$ cat src/design/common_pkg.sv
package common_pkg;

	// narrow unsigned fields
	typedef logic u1;
	typedef logic [4:0] u5;
	typedef logic [5:0] u6;
	typedef logic [7:0] u8;

	// full data word, also used for addresses and pc values
	typedef logic [31:0] word_t;

endpackage

$ cat src/design/cp0_pkg.sv
package cp0_pkg;
	import common_pkg::*;

	// status register, MIPS32 bit positions
	typedef struct packed {
		logic [2:0] zero_31_29;
		u1 cu0;
		logic [4:0] zero_27_23;
		u1 bev;
		logic [5:0] zero_21_16;
		u8 im;
		logic [2:0] zero_7_5;
		u1 um;
		u1 zero_3;
		u1 erl;
		u1 exl;
		u1 ie;
	} status_t;

	// cause register
	typedef struct packed {
		u1 bd;
		u1 ti;
		logic [5:0] zero_29_24;
		u1 iv;
		logic [6:0] zero_22_16;
		u8 ip;
		u1 zero_7;
		u5 exc_code;
		logic [1:0] zero_1_0;
	} cause_t;

	// full register state, select 0 of each number
	typedef struct packed {
		word_t index;
		word_t random;
		word_t entry_lo0;
		word_t entry_lo1;
		word_t context_;
		word_t page_mask;
		word_t wired;
		word_t reserved7;
		word_t bad_vaddr;
		word_t count;
		word_t entry_hi;
		word_t compare;
		status_t status;
		cause_t cause;
		word_t epc;
		word_t prid;
		word_t config0;
	} cp0_regs_t;

	// mtc0 data seen as a plain word or through a register layout
	typedef union packed {
		word_t raw;
		status_t st;
		cause_t ca;
	} cp0_wdata_u;

	// exception flags from the memory stage
	typedef struct packed {
		u1 bad_vaddr_f;
		u1 reserve_instr;
		u1 overflow;
		u1 trap;
		u1 syscall;
		u1 adel_d;
		u1 ades_d;
	} excp_type_t;

	typedef enum logic {
		NONE,
		EXCEPTION
	} cp0_type_t;

	// exception codes
	localparam u5 EXCCODE_INT  = 5'd0;
	localparam u5 EXCCODE_ADEL = 5'd4;
	localparam u5 EXCCODE_ADES = 5'd5;
	localparam u5 EXCCODE_SYS  = 5'd8;
	localparam u5 EXCCODE_BP   = 5'd9;
	localparam u5 EXCCODE_RI   = 5'd10;
	localparam u5 EXCCODE_OV   = 5'd12;

	// register numbers, address bits 7:3
	localparam u5 CP0_INDEX     = 5'd0;
	localparam u5 CP0_RANDOM    = 5'd1;
	localparam u5 CP0_ENTRY_LO0 = 5'd2;
	localparam u5 CP0_ENTRY_LO1 = 5'd3;
	localparam u5 CP0_CONTEXT   = 5'd4;
	localparam u5 CP0_PAGE_MASK = 5'd5;
	localparam u5 CP0_WIRED     = 5'd6;
	localparam u5 CP0_RESERVED7 = 5'd7;
	localparam u5 CP0_BAD_VADDR = 5'd8;
	localparam u5 CP0_COUNT     = 5'd9;
	localparam u5 CP0_ENTRY_HI  = 5'd10;
	localparam u5 CP0_COMPARE   = 5'd11;
	localparam u5 CP0_STATUS    = 5'd12;
	localparam u5 CP0_CAUSE     = 5'd13;
	localparam u5 CP0_EPC       = 5'd14;
	localparam u5 CP0_PRID      = 5'd15;
	localparam u5 CP0_CONFIG0   = 5'd16;

endpackage

$ cat src/design/cp0_regfile.sv
`timescale 1ns/100ps

module cp0_regfile import common_pkg::*, cp0_pkg::*; #(
	parameter int COUNT_DIV = 2,
	parameter word_t PRID_VALUE = 32'h0000_4220
) (
	input logic clk,
	input logic reset,
	input u8 ra,
	input u8 wa,
	input word_t wd,
	input u1 valid,
	input u1 is_eret,
	input u1 is_slot,
	input word_t pc,
	input word_t int_pc,
	input cp0_type_t ctype,
	input u1 take_int,
	input u5 exc_code,
	input u1 bad_vaddr_we,
	input word_t bad_vaddr_val,
	input u1 ti_set,
	output word_t rd,
	output word_t epc,
	output status_t status,
	output cause_t cause,
	output u1 count_eq_compare,
	output u1 compare_write,
	output u1 is_intexc,
	output u1 is_exc
);

	localparam int DIV_W = (COUNT_DIV > 1) ? $clog2(COUNT_DIV) : 1;

	cp0_regs_t regs;
	cp0_regs_t regs_nxt;
	cp0_wdata_u wdu;
	cause_t cause_cur;
	logic [DIV_W-1:0] div_cnt;
	u1 tick;
	u1 write_en;
	u1 count_write;

	assign is_exc = (ctype == EXCEPTION);
	assign is_intexc = (ctype == EXCEPTION) || take_int;

	// mtc0 only lands when nothing is taken this cycle
	assign write_en = valid && !is_intexc && (wa[2:0] == 3'b000);
	assign count_write = write_en && (wa[7:3] == CP0_COUNT);
	assign compare_write = write_en && (wa[7:3] == CP0_COMPARE);

	assign count_eq_compare = (regs.count == regs.compare);

	assign wdu.raw = wd;

	// timer bit lives in int_pending
	always_comb begin
		cause_cur = regs.cause;
		cause_cur.ti = ti_set;
	end

	assign status = regs.status;
	assign cause = cause_cur;
	assign epc = regs.epc;

	// count prescaler
	assign tick = (div_cnt == DIV_W'(COUNT_DIV - 1));

	always_ff @(posedge clk) begin
		if (reset) begin
			div_cnt <= '0;
		end else if (tick) begin
			div_cnt <= '0;
		end else begin
			div_cnt <= div_cnt + 1'b1;
		end
	end

	// mfc0 read, select 0 only
	always_comb begin
		rd = '0;
		if (ra[2:0] == 3'b000) begin
			case (ra[7:3])
				CP0_INDEX:     rd = regs.index;
				CP0_RANDOM:    rd = regs.random;
				CP0_ENTRY_LO0: rd = regs.entry_lo0;
				CP0_ENTRY_LO1: rd = regs.entry_lo1;
				CP0_CONTEXT:   rd = regs.context_;
				CP0_PAGE_MASK: rd = regs.page_mask;
				CP0_WIRED:     rd = regs.wired;
				CP0_RESERVED7: rd = regs.reserved7;
				CP0_BAD_VADDR: rd = regs.bad_vaddr;
				CP0_COUNT:     rd = regs.count;
				CP0_ENTRY_HI:  rd = regs.entry_hi;
				CP0_COMPARE:   rd = regs.compare;
				CP0_STATUS:    rd = regs.status;
				CP0_CAUSE:     rd = cause_cur;
				CP0_EPC:       rd = regs.epc;
				CP0_PRID:      rd = PRID_VALUE;
				CP0_CONFIG0:   rd = regs.config0;
				default:       rd = '0;
			endcase
		end
	end

	always_comb begin
		regs_nxt = regs;
		if (tick && !count_write) begin
			regs_nxt.count = regs.count + 32'd1;
		end

		if (is_intexc) begin
			regs_nxt.cause.exc_code = exc_code;
			if (bad_vaddr_we) begin
				regs_nxt.bad_vaddr = bad_vaddr_val;
			end
			// nested events keep the first return address
			if (!regs.status.exl) begin
				if (take_int) begin
					regs_nxt.epc = int_pc;
				end else if (is_slot) begin
					regs_nxt.epc = pc - 32'd4;
				end else begin
					regs_nxt.epc = pc;
				end
				regs_nxt.cause.bd = is_slot;
			end
			regs_nxt.status.exl = 1'b1;
		end else if (write_en) begin
			case (wa[7:3])
				CP0_INDEX:     regs_nxt.index = wd;
				CP0_ENTRY_LO0: regs_nxt.entry_lo0[29:0] = wd[29:0];
				CP0_ENTRY_LO1: regs_nxt.entry_lo1[29:0] = wd[29:0];
				CP0_CONTEXT:   regs_nxt.context_[31:23] = wd[31:23];
				CP0_PAGE_MASK: regs_nxt.page_mask = wd;
				CP0_WIRED:     regs_nxt.wired = wd;
				CP0_COUNT:     regs_nxt.count = wd;
				CP0_ENTRY_HI: begin
					regs_nxt.entry_hi[31:13] = wd[31:13];
					regs_nxt.entry_hi[7:0] = wd[7:0];
				end
				CP0_COMPARE:   regs_nxt.compare = wd;
				CP0_STATUS: begin
					regs_nxt.status.cu0 = wdu.st.cu0;
					regs_nxt.status.bev = wdu.st.bev;
					regs_nxt.status.im = wdu.st.im;
					regs_nxt.status.um = wdu.st.um;
					regs_nxt.status.erl = wdu.st.erl;
					regs_nxt.status.exl = wdu.st.exl;
					regs_nxt.status.ie = wdu.st.ie;
				end
				CP0_CAUSE: begin
					// only the software interrupt bits and iv are writable
					regs_nxt.cause.iv = wdu.ca.iv;
					regs_nxt.cause.ip[1:0] = wdu.ca.ip[1:0];
				end
				CP0_EPC:       regs_nxt.epc = wd;
				CP0_CONFIG0:   regs_nxt.config0[2:0] = wd[2:0];
				default: begin
				end
			endcase
		end

		if (is_eret) begin
			regs_nxt.status.exl = 1'b0;
		end
	end

	always_ff @(posedge clk) begin
		if (reset) begin
			regs <= '0;
		end else begin
			regs <= regs_nxt;
		end
	end

	exl_after_event: assert property (@(posedge clk) disable iff (reset)
		(is_intexc && !is_eret) |=> status.exl)
		else $error("exl not set after a taken exception or interrupt");

	// a nested event leaves the first return address alone
	epc_kept_nested: assert property (@(posedge clk) disable iff (reset)
		(is_intexc && status.exl) |=> $stable(epc))
		else $error("epc changed by a nested exception");

endmodule

$ cat src/design/cp0_top.sv
`timescale 1ns/100ps

module cp0_top import common_pkg::*, cp0_pkg::*; #(
	parameter int COUNT_DIV = 2,
	parameter word_t PRID_VALUE = 32'h0000_4220
) (
	input logic clk,
	input logic reset,
	input u8 ra,
	input u8 wa,
	input word_t wd,
	output word_t rd,
	output word_t epc,
	input u1 valid,
	input u1 is_eret,
	input word_t vaddr,
	input word_t pc,
	input excp_type_t etype,
	input cp0_type_t ctype,
	input u1 inter_valid,
	input u6 ext_int,
	input u1 is_slot,
	input word_t int_pc,
	output u1 is_intexc,
	output u1 is_exc
);

	u1 int_req;
	u1 take_int;
	u1 ti_set;
	u5 exc_code;
	u1 bad_vaddr_we;
	word_t bad_vaddr_val;
	status_t status;
	cause_t cause;
	u1 count_eq_compare;
	u1 compare_write;

	exc_prioritizer exc_prioritizer_inst (
		.etype(etype),
		.int_req(int_req),
		.take_int(take_int),
		.pc(pc),
		.vaddr(vaddr),
		.exc_code(exc_code),
		.bad_vaddr_we(bad_vaddr_we),
		.bad_vaddr_val(bad_vaddr_val)
	);

	int_pending int_pending_inst (
		.clk(clk),
		.reset(reset),
		.status(status),
		.cause(cause),
		.ext_int(ext_int),
		.inter_valid(inter_valid),
		.count_eq_compare(count_eq_compare),
		.compare_write(compare_write),
		.int_req(int_req),
		.take_int(take_int),
		.ti_set(ti_set)
	);

	cp0_regfile #(
		.COUNT_DIV(COUNT_DIV),
		.PRID_VALUE(PRID_VALUE)
	) cp0_regfile_inst (
		.clk(clk),
		.reset(reset),
		.ra(ra),
		.wa(wa),
		.wd(wd),
		.valid(valid),
		.is_eret(is_eret),
		.is_slot(is_slot),
		.pc(pc),
		.int_pc(int_pc),
		.ctype(ctype),
		.take_int(take_int),
		.exc_code(exc_code),
		.bad_vaddr_we(bad_vaddr_we),
		.bad_vaddr_val(bad_vaddr_val),
		.ti_set(ti_set),
		.rd(rd),
		.epc(epc),
		.status(status),
		.cause(cause),
		.count_eq_compare(count_eq_compare),
		.compare_write(compare_write),
		.is_intexc(is_intexc),
		.is_exc(is_exc)
	);

endmodule

$ cat src/design/exc_prioritizer.sv
`timescale 1ns/100ps

module exc_prioritizer import common_pkg::*, cp0_pkg::*; (
	input excp_type_t etype,
	input u1 int_req,
	input u1 take_int,
	input word_t pc,
	input word_t vaddr,
	output u5 exc_code,
	output u1 bad_vaddr_we,
	output word_t bad_vaddr_val
);

	// one cause wins, interrupts first, then in pipeline order
	always_comb begin
		exc_code = EXCCODE_INT;
		bad_vaddr_we = 1'b0;
		bad_vaddr_val = vaddr;
		if (int_req || take_int) begin
			exc_code = EXCCODE_INT;
		end else if (etype.bad_vaddr_f) begin
			// fetch fault, the pc itself is the bad address
			exc_code = EXCCODE_ADEL;
			bad_vaddr_we = 1'b1;
			bad_vaddr_val = pc;
		end else if (etype.reserve_instr) begin
			exc_code = EXCCODE_RI;
		end else if (etype.overflow) begin
			exc_code = EXCCODE_OV;
		end else if (etype.trap) begin
			exc_code = EXCCODE_BP;
		end else if (etype.syscall) begin
			exc_code = EXCCODE_SYS;
		end else if (etype.adel_d) begin
			exc_code = EXCCODE_ADEL;
			bad_vaddr_we = 1'b1;
			bad_vaddr_val = vaddr;
		end else if (etype.ades_d) begin
			exc_code = EXCCODE_ADES;
			bad_vaddr_we = 1'b1;
			bad_vaddr_val = vaddr;
		end
	end

endmodule

$ cat src/design/int_pending.sv
`timescale 1ns/100ps

module int_pending import common_pkg::*, cp0_pkg::*; (
	input logic clk,
	input logic reset,
	input status_t status,
	input cause_t cause,
	input u6 ext_int,
	input u1 inter_valid,
	input u1 count_eq_compare,
	input u1 compare_write,
	output u1 int_req,
	output u1 take_int,
	output u1 ti_set
);

	u8 pending;
	u1 int_saved;
	u1 ti_q;

	// hardware lines on 7:2, software on 1:0, timer shares line 7
	assign pending = {ext_int[5] | cause.ti, ext_int[4:0], cause.ip[1:0]};

	assign int_req = status.ie && !status.exl && (|(pending & status.im));

	// a request seen while the pipeline was busy is still taken later
	assign take_int = (int_req || int_saved) && inter_valid;

	always_ff @(posedge clk) begin
		if (reset) begin
			int_saved <= 1'b0;
		end else if (int_req && !inter_valid) begin
			int_saved <= 1'b1;
		end else if (inter_valid) begin
			int_saved <= 1'b0;
		end
	end

	// timer bit sticks until compare is rewritten
	always_ff @(posedge clk) begin
		if (reset) begin
			ti_q <= 1'b0;
		end else if (compare_write) begin
			ti_q <= 1'b0;
		end else if (count_eq_compare) begin
			ti_q <= 1'b1;
		end
	end

	assign ti_set = ti_q;

	// a request held off by a busy pipeline is taken once it can accept
	deferred_taken: assert property (@(posedge clk) disable iff (reset)
		(int_req && !inter_valid) |=> (!inter_valid || take_int))
		else $error("deferred interrupt not taken when the pipeline accepted");

endmodule

$ cat config.mk
export PLATFORM = sky130hd
export DESIGN_NAME = cp0_top
export DESIGN_NICKNAME = d
export VERILOG_FILES = /design/src/design/common_pkg.sv /design/src/design/cp0_pkg.sv /design/src/design/cp0_regfile.sv /design/src/design/cp0_top.sv /design/src/design/exc_prioritizer.sv /design/src/design/int_pending.sv
export SDC_FILE = /design/constraint.sdc
export NUM_CORES = 1
export LEC_CHECK = 0
export BUFFER_PORTS_ARGS = -buffer_cell sky130_fd_sc_hd__buf_2
export CAP_MARGIN = 10
export CORE_ASPECT_RATIO = 1.2
export CORE_MARGIN = 3
export CORE_UTILIZATION = 49
export DETAILED_ROUTE_END_ITERATION = 10
export MAX_ROUTING_LAYER = met4
export PLACE_DENSITY_LB_ADDON = 0.2
export SYNTH_ARGS = -nofsm -noshare
export SYNTH_HDL_FRONTEND = slang
export SYNTH_SLANG_ARGS = --single-unit
$ cat constraint.sdc
create_clock -name clk -period 2.4 [get_ports clk]
set_input_delay 0.48 -clock clk [delete_from_list [all_inputs] [get_ports clk]]
set_output_delay 0.48 -clock clk [all_outputs]
set_load 0.02 [all_outputs]
======== Word-level counts from Yosys, hierarchy flattened ========
Cells that the tools add are included.
operators by class
  $add $sub $neg .......................... 3
  multipliers ............................. 0
  div/mod/pow operators ................... 0
  $lt $le $gt $ge ......................... 0
  equality and inequality tests ........... 28
  shift operators ......................... 0
  mux-type cells .......................... 36
  bitwise logic cells ..................... 4
  reductions and logical operators ........ 43
operators by type and width
  operator                                            count
  case mux 32 bit (15 select lines)                   1
  two-way mux 32 bit                                  11
  two-way mux 51 bit                                  2
  == test 5 x 4 -> 1 bit, second input constant       14
  AND reduction 3 bit                                 12
  two-way mux 5 bit                                   7
  adder 32 x 1 -> 32 bit, second input constant       1
  == test 32 bit                                      1
  subtractor 32 x 3 -> 32 bit, second input constant  1
  == test 5 x 3 -> 1 bit, second input constant       6
  == test 5 x 2 -> 1 bit, second input constant       4
  two-way mux 19 bit                                  1
  two-way mux 1 bit                                   11
  == test 5 bit, second input constant                2
  zero test 5 bit                                     2
  logical AND 1 bit                                   9
  AND 8 bit                                           1
  nonzero test 2 bit                                  4
  OR reduction 8 bit                                  1
  zero test 3 bit                                     2
  AND reduction 2 bit                                 3
  OR reduction 2 bit                                  3
  zero test 1 bit                                     4
  two-way mux 2 bit                                   2
  6 further kinds                                     9
storage, ports and cells
  register bits after elaboration ......... 349
  latch bits .............................. 0
  RAM bits ................................ 0
  bits in read-only memories .............. 0
  bits of input ports ..................... 164
  output and inout bits ................... 66
  logic and storage cells ................. 140
  memories ................................ 0

======== Logic depth before layout (Yosys ltp) ========
Gate-level depths: netlist of the first run.
  depth after elaboration ................. 17
  depth in mapped cells ................... 9
  gate-level depth less buffers ........... 8

======== By module ========
A second synthesis of the first run with hierarchy kept.
second synthesis, totals
  cell total of the unflattened synthesis .. 2,316
  area total of the unflattened synthesis .. 18,305.1 µm²
modules (own cells, without submodules)
  module           times used  cells an instance  area an instance (µm²)
  cp0_regfile      1           2,245              17,529.3
  exc_prioritizer  1           55                 638.1
  int_pending      1           16                 137.6

======== Least setup slack after synthesis of the first run ========
No wires, ideal clock.
  path type ............................... in2out
  from .................................... in ra[7]
  to ...................................... out rd[21]
  arrival time ............................ 2.277 ns
  data required time ...................... 1.920 ns
  setup slack ............................. -0.357 ns
  stages on the path ...................... 7
  buffers on the path ..................... 3
  path through ............................ clkbuf_1 > or3b_2 > nor2_1 > buf_2 > buf_2 > a22oi_1 > a41oi_1
on the way
  word-level cells in the longest chain between the ends .. 3
  elaborated cells between the ends (all ways) .. 17
  classes of those cells .................. eq/ne (14); mux (2); reduce/logical (1)
ends and longest elaborated chain
  element                                line               text
  from (decl)                            cp0_top.sv:9       input u8 ra,
  == test 5 bit (tied with other cells)  cp0_regfile.sv:83  case (ra[7:3])
  case mux 32 bit (15 select lines) *    cp0_regfile.sv:83
  two-way mux 32 bit *                   cp0_regfile.sv:82  if (ra[2:0] == 3'b000) begin
  to (decl)                              cp0_top.sv:12      output word_t rd,
Mark *: on every way between the ends. The rest lies on a longest branch, timed or not.

======== Final worst setup path of the first run ========
  from .................................... in ra[7]
  to ...................................... out rd[31]
The elaborated chain is that of the path after synthesis.

==> metrics.yaml, run 1 <==
seq_area_mm2: 0.00697
rr_startpoint: "int_pending_inst.ti_set$_SDFFE_PP0N_"
wl_met1_mm: 30.4
multiInputGateArea_mm2: 0.0100
grt_pass1_wl_mm: 109
ys_warn_count: 0
vias: 19000
io_pins: 230
cp.arrival_ns: 2.29
grt_max_degree: 74
layout.nets: 2660
coreArea_mm2: 0.0350
skew_ns: 0.0118
clk_pin_slew_ns: 0.06
final.period_utilization: 1.15
p_per_area_mw_per_mm2: 578
finalMaxSlewViolations: 0
r2r_slack_ns: 0.02
end_kind: "output port"
clock_latency_ns: 0.54
routedWlPerCell_um: 26.5
worst-path-max-fanout: 9
die_h_um: 212
place_congestion: 1.03
cp_common_cell: "buf_6"
synth_edf_count: 0
grt_pass1_vias: 17500
dpl.hpwl_mm: 52.0
antenna_found_initial: 2
synth_area_mm2: 0.0174
cts.sinks: 348
drv_cap: 0
drive_gt1_frac: 0.294
rsz0062_at_grt: "true"
synth_area_per_cell_um2: 7.91
worstPathRequired_ns: 1.92
num-fill-cells: 2870
max_freq_ghz: 0.361
slowest_stage: "a31oi_2"
period_minus_slack_ns: 2.77
cts_tree: "done"
synth_top_area_frac: 0.400
setup_tns_ns: -9.83
ys_ff_latch: 348
rows: 75
grt_use_total: 0.394
wirelength_mm: 79.0
outcome: "finished, violations left"
ir_drop_mv: 0.449
io_buffers: 229
layout_setup_ws_ns: -0.368
wl_met2_mm: 33.3
viasPerCell: 6.37
crit_type: "input pin to output port"
dr.pass1.iters: 7
dr_wl_met3_mm: 10.2
yosysSeqAreaShare: 0.400
synth_cell_types: 76
drcViolationCount: 0
relSlewSlack: 0.456
die_area_mm2: 0.0378
htreeDepth: 2
worstHoldStart: "inter_valid"
area_growth_pct: 34.3
async_flop_share: 0
numCtsBuffers: 37
yosysTopAreaCell: "dfxtp_1"
reg2reg_depth: 10
dp_slack_ns: -0.405
violations: "negative setup slack"
min_to: "int_pending_inst.int_saved$_SDFFE_PP0P_"
setup_violations: 33
yosys-top-cells-area: "dfxtp_1 40%, nand2_1 11%, a21oi_1 6.9%, a22oi_1 4.8%, nor2_1 3.8%"
syn-num-nets: 2366
postRouteAntennaNets: 0
cts_root_buf: "clkbuf_16"
top_layer_used: "met4"
r2r-end: "cp0_regfile_inst.regs[339]$_SDFFE_PP0P_"
hold_path.class: "input pin to flop"
syn_inst: 2200
dr.first_iter.drc_count: 2509
hold_viol_final: 0
hold_depth: 2
setup.worst_path.start_class: "input pin"
path_cells: "buf_6 -> buf_6 -> nand3b_1 -> buf_6 -> nor2_4 -> buf_12 -> a22o_1 -> a221oi_1 -> a31oi_2 -> buf_4"
slowest_delay_ns: 0.29
initial_core_util: 0.497
p_leak_uw: 0.00839
dieWidth_um: 178
tightest_slew_ns: 0.817
cts_buffer_depth: 3
synth-main-ff-cell: "dfxtp_1"
grt_overflow: 0
## cell type report
cell class	count	area share
clock buffers	48	0.0449
repair buffers	492	0.192
clock inverters	17	0.00974
diodes	2	0.000214
well taps	462	0.0247
multi-input cells	1604	0.428
inverters	11	0.00187
flip-flops and latches	348	0.298
## worst max-delay path by stage
stage | from | end | slack (ns) | depth (start not counted)
floorplan | ra[5] | rd[9] | -0.1 | 8
global placement | ra[7] | rd[5] | -0.40 | 9
global route | ra[6] | rd[6] | -0.39 | 12
CTS | ra[7] | rd[1] | -0.30 | 10
finish | ra[7] | rd[31] | -0.37 | 10
detailed placement | ra[7] | rd[5] | -0.40 | 9
## cells in the mapped netlist, drive strengths merged, types with 3 or more instances
| cell | number |
|---|---|
| a41oi | 9 |
| nor3 | 56 |
| nand4 | 35 |
| a222oi | 10 |
| nor4 | 21 |
| o22ai | 25 |
| and3 | 27 |
| a21oi | 239 |
| a22oi | 112 |
| o211ai | 5 |
| nor2b | 3 |
| clkbuf | 83 |
| nand2b | 4 |
| nand3 | 27 |
| a211oi | 53 |
| o21ai | 40 |
| and2 | 4 |
| xnor2 | 51 |
| dfxtp | 348 |
| mux2i | 34 |
| a32oi | 4 |
| or3 | 9 |
| buf | 154 |
| a221oi | 30 |
| inv | 10 |
| or4 | 3 |
| and4 | 12 |
| xor2 | 38 |
| a31oi | 15 |
| nand2 | 500 |
| nor3b | 5 |
| a311oi | 13 |
| a22o | 16 |
| nor4b | 3 |
| nor2 | 181 |
## registers in the layout, summed over array words and instances, names as in the netlist
signal	flops
cp0_regfile_inst.epc	32
cp0_regfile_inst.status	14
int_pending_inst.ti_set	1
cp0_regfile_inst.div_cnt	1
cp0_regfile_inst.regs	291
int_pending_inst.int_saved	1
cp0_regfile_inst.cause	8
## where the power goes
group	switching, uW	leakage [uW]	internal (uW)
clock	2480	0.000630	3640
combinational	833	0.00495	535
sequential	151	0.00282	5870
## logic make-up after synthesis
kind of cell / synth area share
muxes: 0.0211
DFF: 0.400
AOI/OAI and AO/OA: 0.226
xor gates and xnor gates: 0.0448
and+or+nand+nor: 0.231
buffers and inverters: 0.0756
adders and majority gates: 0.00144
## placed cells by master (no fill, tap or decap), types with 8 or more instances in the layout
cell type  count
nand2_1      496
dfxtp_1      346
a21oi_1      222
buf_2        192
nor2_1       172
buf_4        167
a22oi_1       84
buf_12        60
clkbuf_16     53
xnor2_1       51
nor3_1        49
buf_6         47
xor2_1        38
mux2i_1       33
nand4_1       32
a22oi_2       28
a211oi_2      27
a211oi_1      26
nand3_1       24
o22ai_1       24
o21ai_1       21
o21ai_0       18
a221oi_2      17
nor4_1        17
and3_1        16
a22o_1        15
and3_4        11
a221oi_1      11
a222oi_1      10
a21oi_2       10
inv_1          9
a31oi_4        9
and4_1         9
buf_8          9
nor2_4         8
a41oi_2        8
## critical path, delay by kind of cell
family	cells	cell delay (ns)
AO/OA/AOI/OAI	3	0.52
buffers and inverters	5	0.79
AND/OR/NAND/NOR	2	0.48
## stage by stage
step,area (um^2),instances,hold slack [ns],total power [uW],utilization
after floorplan,17900,2200,0.426,6720,-
after global placement,20500,2857,0.438,7330,0.585
after detailed placement,20500,2857,0.443,7330,0.585
after CTS,22400,2941,0.121,13400,0.641
after global routing,23400,2984,0.135,13800,0.668
final,23400,2984,0.136,13500,0.668
## repair_timing
action / CTS / global route
resized for setup: 124 / 74
hold buffers: 0 / 0
pin swaps: 39 / 28
cloned: 3 / 18
setup endpoints to repair: 33 / 110
buffers inserted: 17 / 24
## per-layer routing
| metal | vias up | global-route usage |
|---|---|---|
| met1 | 8927 | 0.529 |
| met3 | 340 | 0.0886 |
| met4 | 0 | 0.148 |
| met5 | - | - |
| met2 | 1423 | 0.580 |
| li1 | 8330 | - |
No activity file was read; power rests on OpenSTA's default activity.
==> run 2, diff against run 1 <==
Settings changed: RECOVER_POWER set to 100.
Clock period 2.4 ns to 3.2 ns, I/O delays scaled along.
==> run 2 against run 1 <==
Global-route usage is 2.8 points lower. Worst setup slack better by 0.33 ns. Clock power is 29% lower. Count of clock-buffer cells in the layout is 1 higher. Sequential cell count stayed put. Sequential share of layout area is 4.8 points higher. The flow still finishes with violations (negative setup slack). Critical path depth is 1 lower. Sequential power is 25% lower.
==> metrics.yaml, run 2 (same netlist as run 1, synthesis figures left out) <==
tightest_slew_ns: 1.35  # +0.529 ns
power_frac_clock: 0.450  # -0.003
dpl.hpwl_mm: 48.0  # -7.6%
hold_viol_final: 0  # unchanged
internal-power_uw: 7220  # -28%
routedWlPerCell_um: 24.7  # -6.6%
hold_depth: 2  # unchanged
whs_ns: 0.316  # +0.180 ns
p_per_area_mw_per_mm2: 480  # -17%
dr.first_iter.drc_count: 2095  # -17%
p_leak_uw: 0.00697  # -17%
final_core_util: 0.575  # -0.0927
htreeDepth: 2  # unchanged
startpoint: "ra[7]"
r2r_slack_ns: 0.28  # +0.26 ns
rr_startpoint: "int_pending_inst.ti_set$_SDFFE_PP0N_"
die_area_mm2: 0.0378  # unchanged
io_buffers: 229  # unchanged
grt_pass1_wl_mm: 102  # -6.5%
period_minus_slack_ns: 3.24
vias: 17600  # -7.5%
grt_pass1_vias: 16500  # -5.6%
crit_type: "input pin to output port"
grt_overflow: 0  # unchanged
cts_tree: "done"
mostFrequentLayoutCells: "499 x nand2_1, 348 x dfxtp_1, 235 x a21oi_1, 183 x buf_2, 172 x nor2_1"
cts_buffer_depth: 3  # unchanged
r2r-end: "cp0_regfile_inst.status[9]$_SDFFE_PP0P_"
hold_path.class: "input pin to flop"
viasPerCell: 6.25  # -2.0%
clock_latency_ns: 0.54  # about the same
numCtsBuffers: 37  # unchanged
antenna_found_initial: 3  # +1
violations: "negative setup slack"
end_kind: "output port"
drive_gt1_frac: 0.180  # -0.113
min_to: "int_pending_inst.int_saved$_SDFFE_PP0P_"
skew_ns: 0.0323  # +0.0205 ns
final.period_utilization: 1.01
relSlewSlack: 0.103  # -0.353
cp.arrival_ns: 2.60  # +0.31 ns
worstHoldStart: "inter_valid"
p_sw_frac: 0.252  # -0.00451
layout_setup_ws_ns: -0.0429  # +0.325 ns
wirelength_mm: 69.7  # -12%
coreArea_mm2: 0.0350  # unchanged
switchingPower_uw: 2440  # -30%
postRouteAntennaNets: 0  # unchanged
max_freq_ghz: 0.308
ir_drop_mv: 0.327  # -27%
drcViolationCount: 0  # unchanged
outcome: "finished, violations left"
clk_pin_slew_ns: 0.06  # about the same
grt_max_degree: 107  # +45%
place_congestion: 1.03  # +0.47%
worst-path-max-fanout: 19  # +10
initial_core_util: 0.497  # unchanged
rsz0062_at_grt: "true"
reg2reg_depth: 7  # -3
io_pins: 230  # unchanged
area_growth_pct: 15.6
rows: 75  # unchanged
dr.pass1.iters: 8  # +1
drv_cap: 0  # unchanged
setup.worst_path.start_class: "input pin"
layout_commonest_cell: "nand2_1"
layout.nets: 2492  # -6.3%
dieWidth_um: 178  # unchanged
grt_use_total: 0.366  # -0.0280
finalMaxSlewViolations: 0  # unchanged
cts_root_buf: "clkbuf_16"
die_h_um: 212  # unchanged
setup_violations: 1  # -97%
seqPwrFrac: 0.467  # +0.021
power.share.combinational: 0.083  # -0.018
p_total_uw: 9660  # -28%
regMostFlops: "cp0_regfile_inst.regs"
hold_buffers: 0  # unchanged
largest_register_ffs: 291  # unchanged
cts.sinks: 348  # unchanged
worstPathRequired_ns: 2.56  # +0.64 ns
-- run 2: cell count changes in the layout (fill, tap and decap cells not counted), sizes merged --
cell and change:
clkbuf +34, bufinv -1, clkinv -1, diode +2, buf -201, inv -1
-- run 2: area by class of cell --
type                            instances  area, um^2
Tap cell                              462         578
Sequential cell                       348        6970
Antenna cell                            4        10.0
Clock buffer                           49        1020
Inverter                               11        41.3
Clock inverter                         14         176
Timing Repair Buffer                  324        2140
Fill cell                            3306       14900
Multi-Input combinational cell       1604        9200
-- run 2: worst max path at each step --
stage | slack, ns | endpoint
6_report | -0.04 | rd[17]
5_1_grt | -0.03 | rd[15]
4_1_cts | 0.002 | rd[13]
3_5_place_dp | -0.05 | rd[22]
3_3_place_gp | -0.06 | rd[15]
2_1_floorplan | 0.12 | rd[21]
-- run 2: metal layers --
layer  part of all wire  routed length (um)  up-vias  track usage
li1                   -                   -     7983            -
met1               0.41               28800     8282        0.511
met2               0.43               30100     1176        0.531
met3               0.12                8330      156       0.0747
met4              0.034                2390        0        0.118
met5                  0                   0        -            -
-- run 2: metrics by stage --
stage | TNS, ns | instances | instance area [um^2] | setup slack [ns]
6_report | -0.0429 | 2816 | 20100 | -0.0429
5_1_grt | -0.176 | 2815 | 20100 | -0.0326
4_1_cts | 0 | 2804 | 20000 | 0.00159
3_5_place_dp | -0.124 | 2741 | 18800 | -0.0503
3_3_place_gp | -0.0627 | 2741 | 18800 | -0.0613
2_1_floorplan | 0 | 2200 | 17400 | 0.123
-- run 2: power groups by stage --
stage                     Sequential, uW  Combinational [uW]  Clock [uW]
after floorplan                     4530                 493           0
after global placement              4600                 781           0
after detailed placement            4600                 790           0
after CTS                           4500                 794        4370
after global routing                4510                 851        4530
final                               4510                 804        4340
-- run 2: critical path: stages --
cell and delay, ns:
buf_4 0.13, buf_4 0.17, nand3b_1 0.32, nor2_4 0.22, buf_12 0.21, buf_4 0.19
a221oi_1 0.09, a41oi_1 0.38, buf_2 0.24
-- run 2: repair_timing --
action	in CTS	in global routing
pin swaps	0	13
buffers inserted	0	6
setup endpoints to repair	5	23
gates cloned	0	2
gates resized for setup	2	43
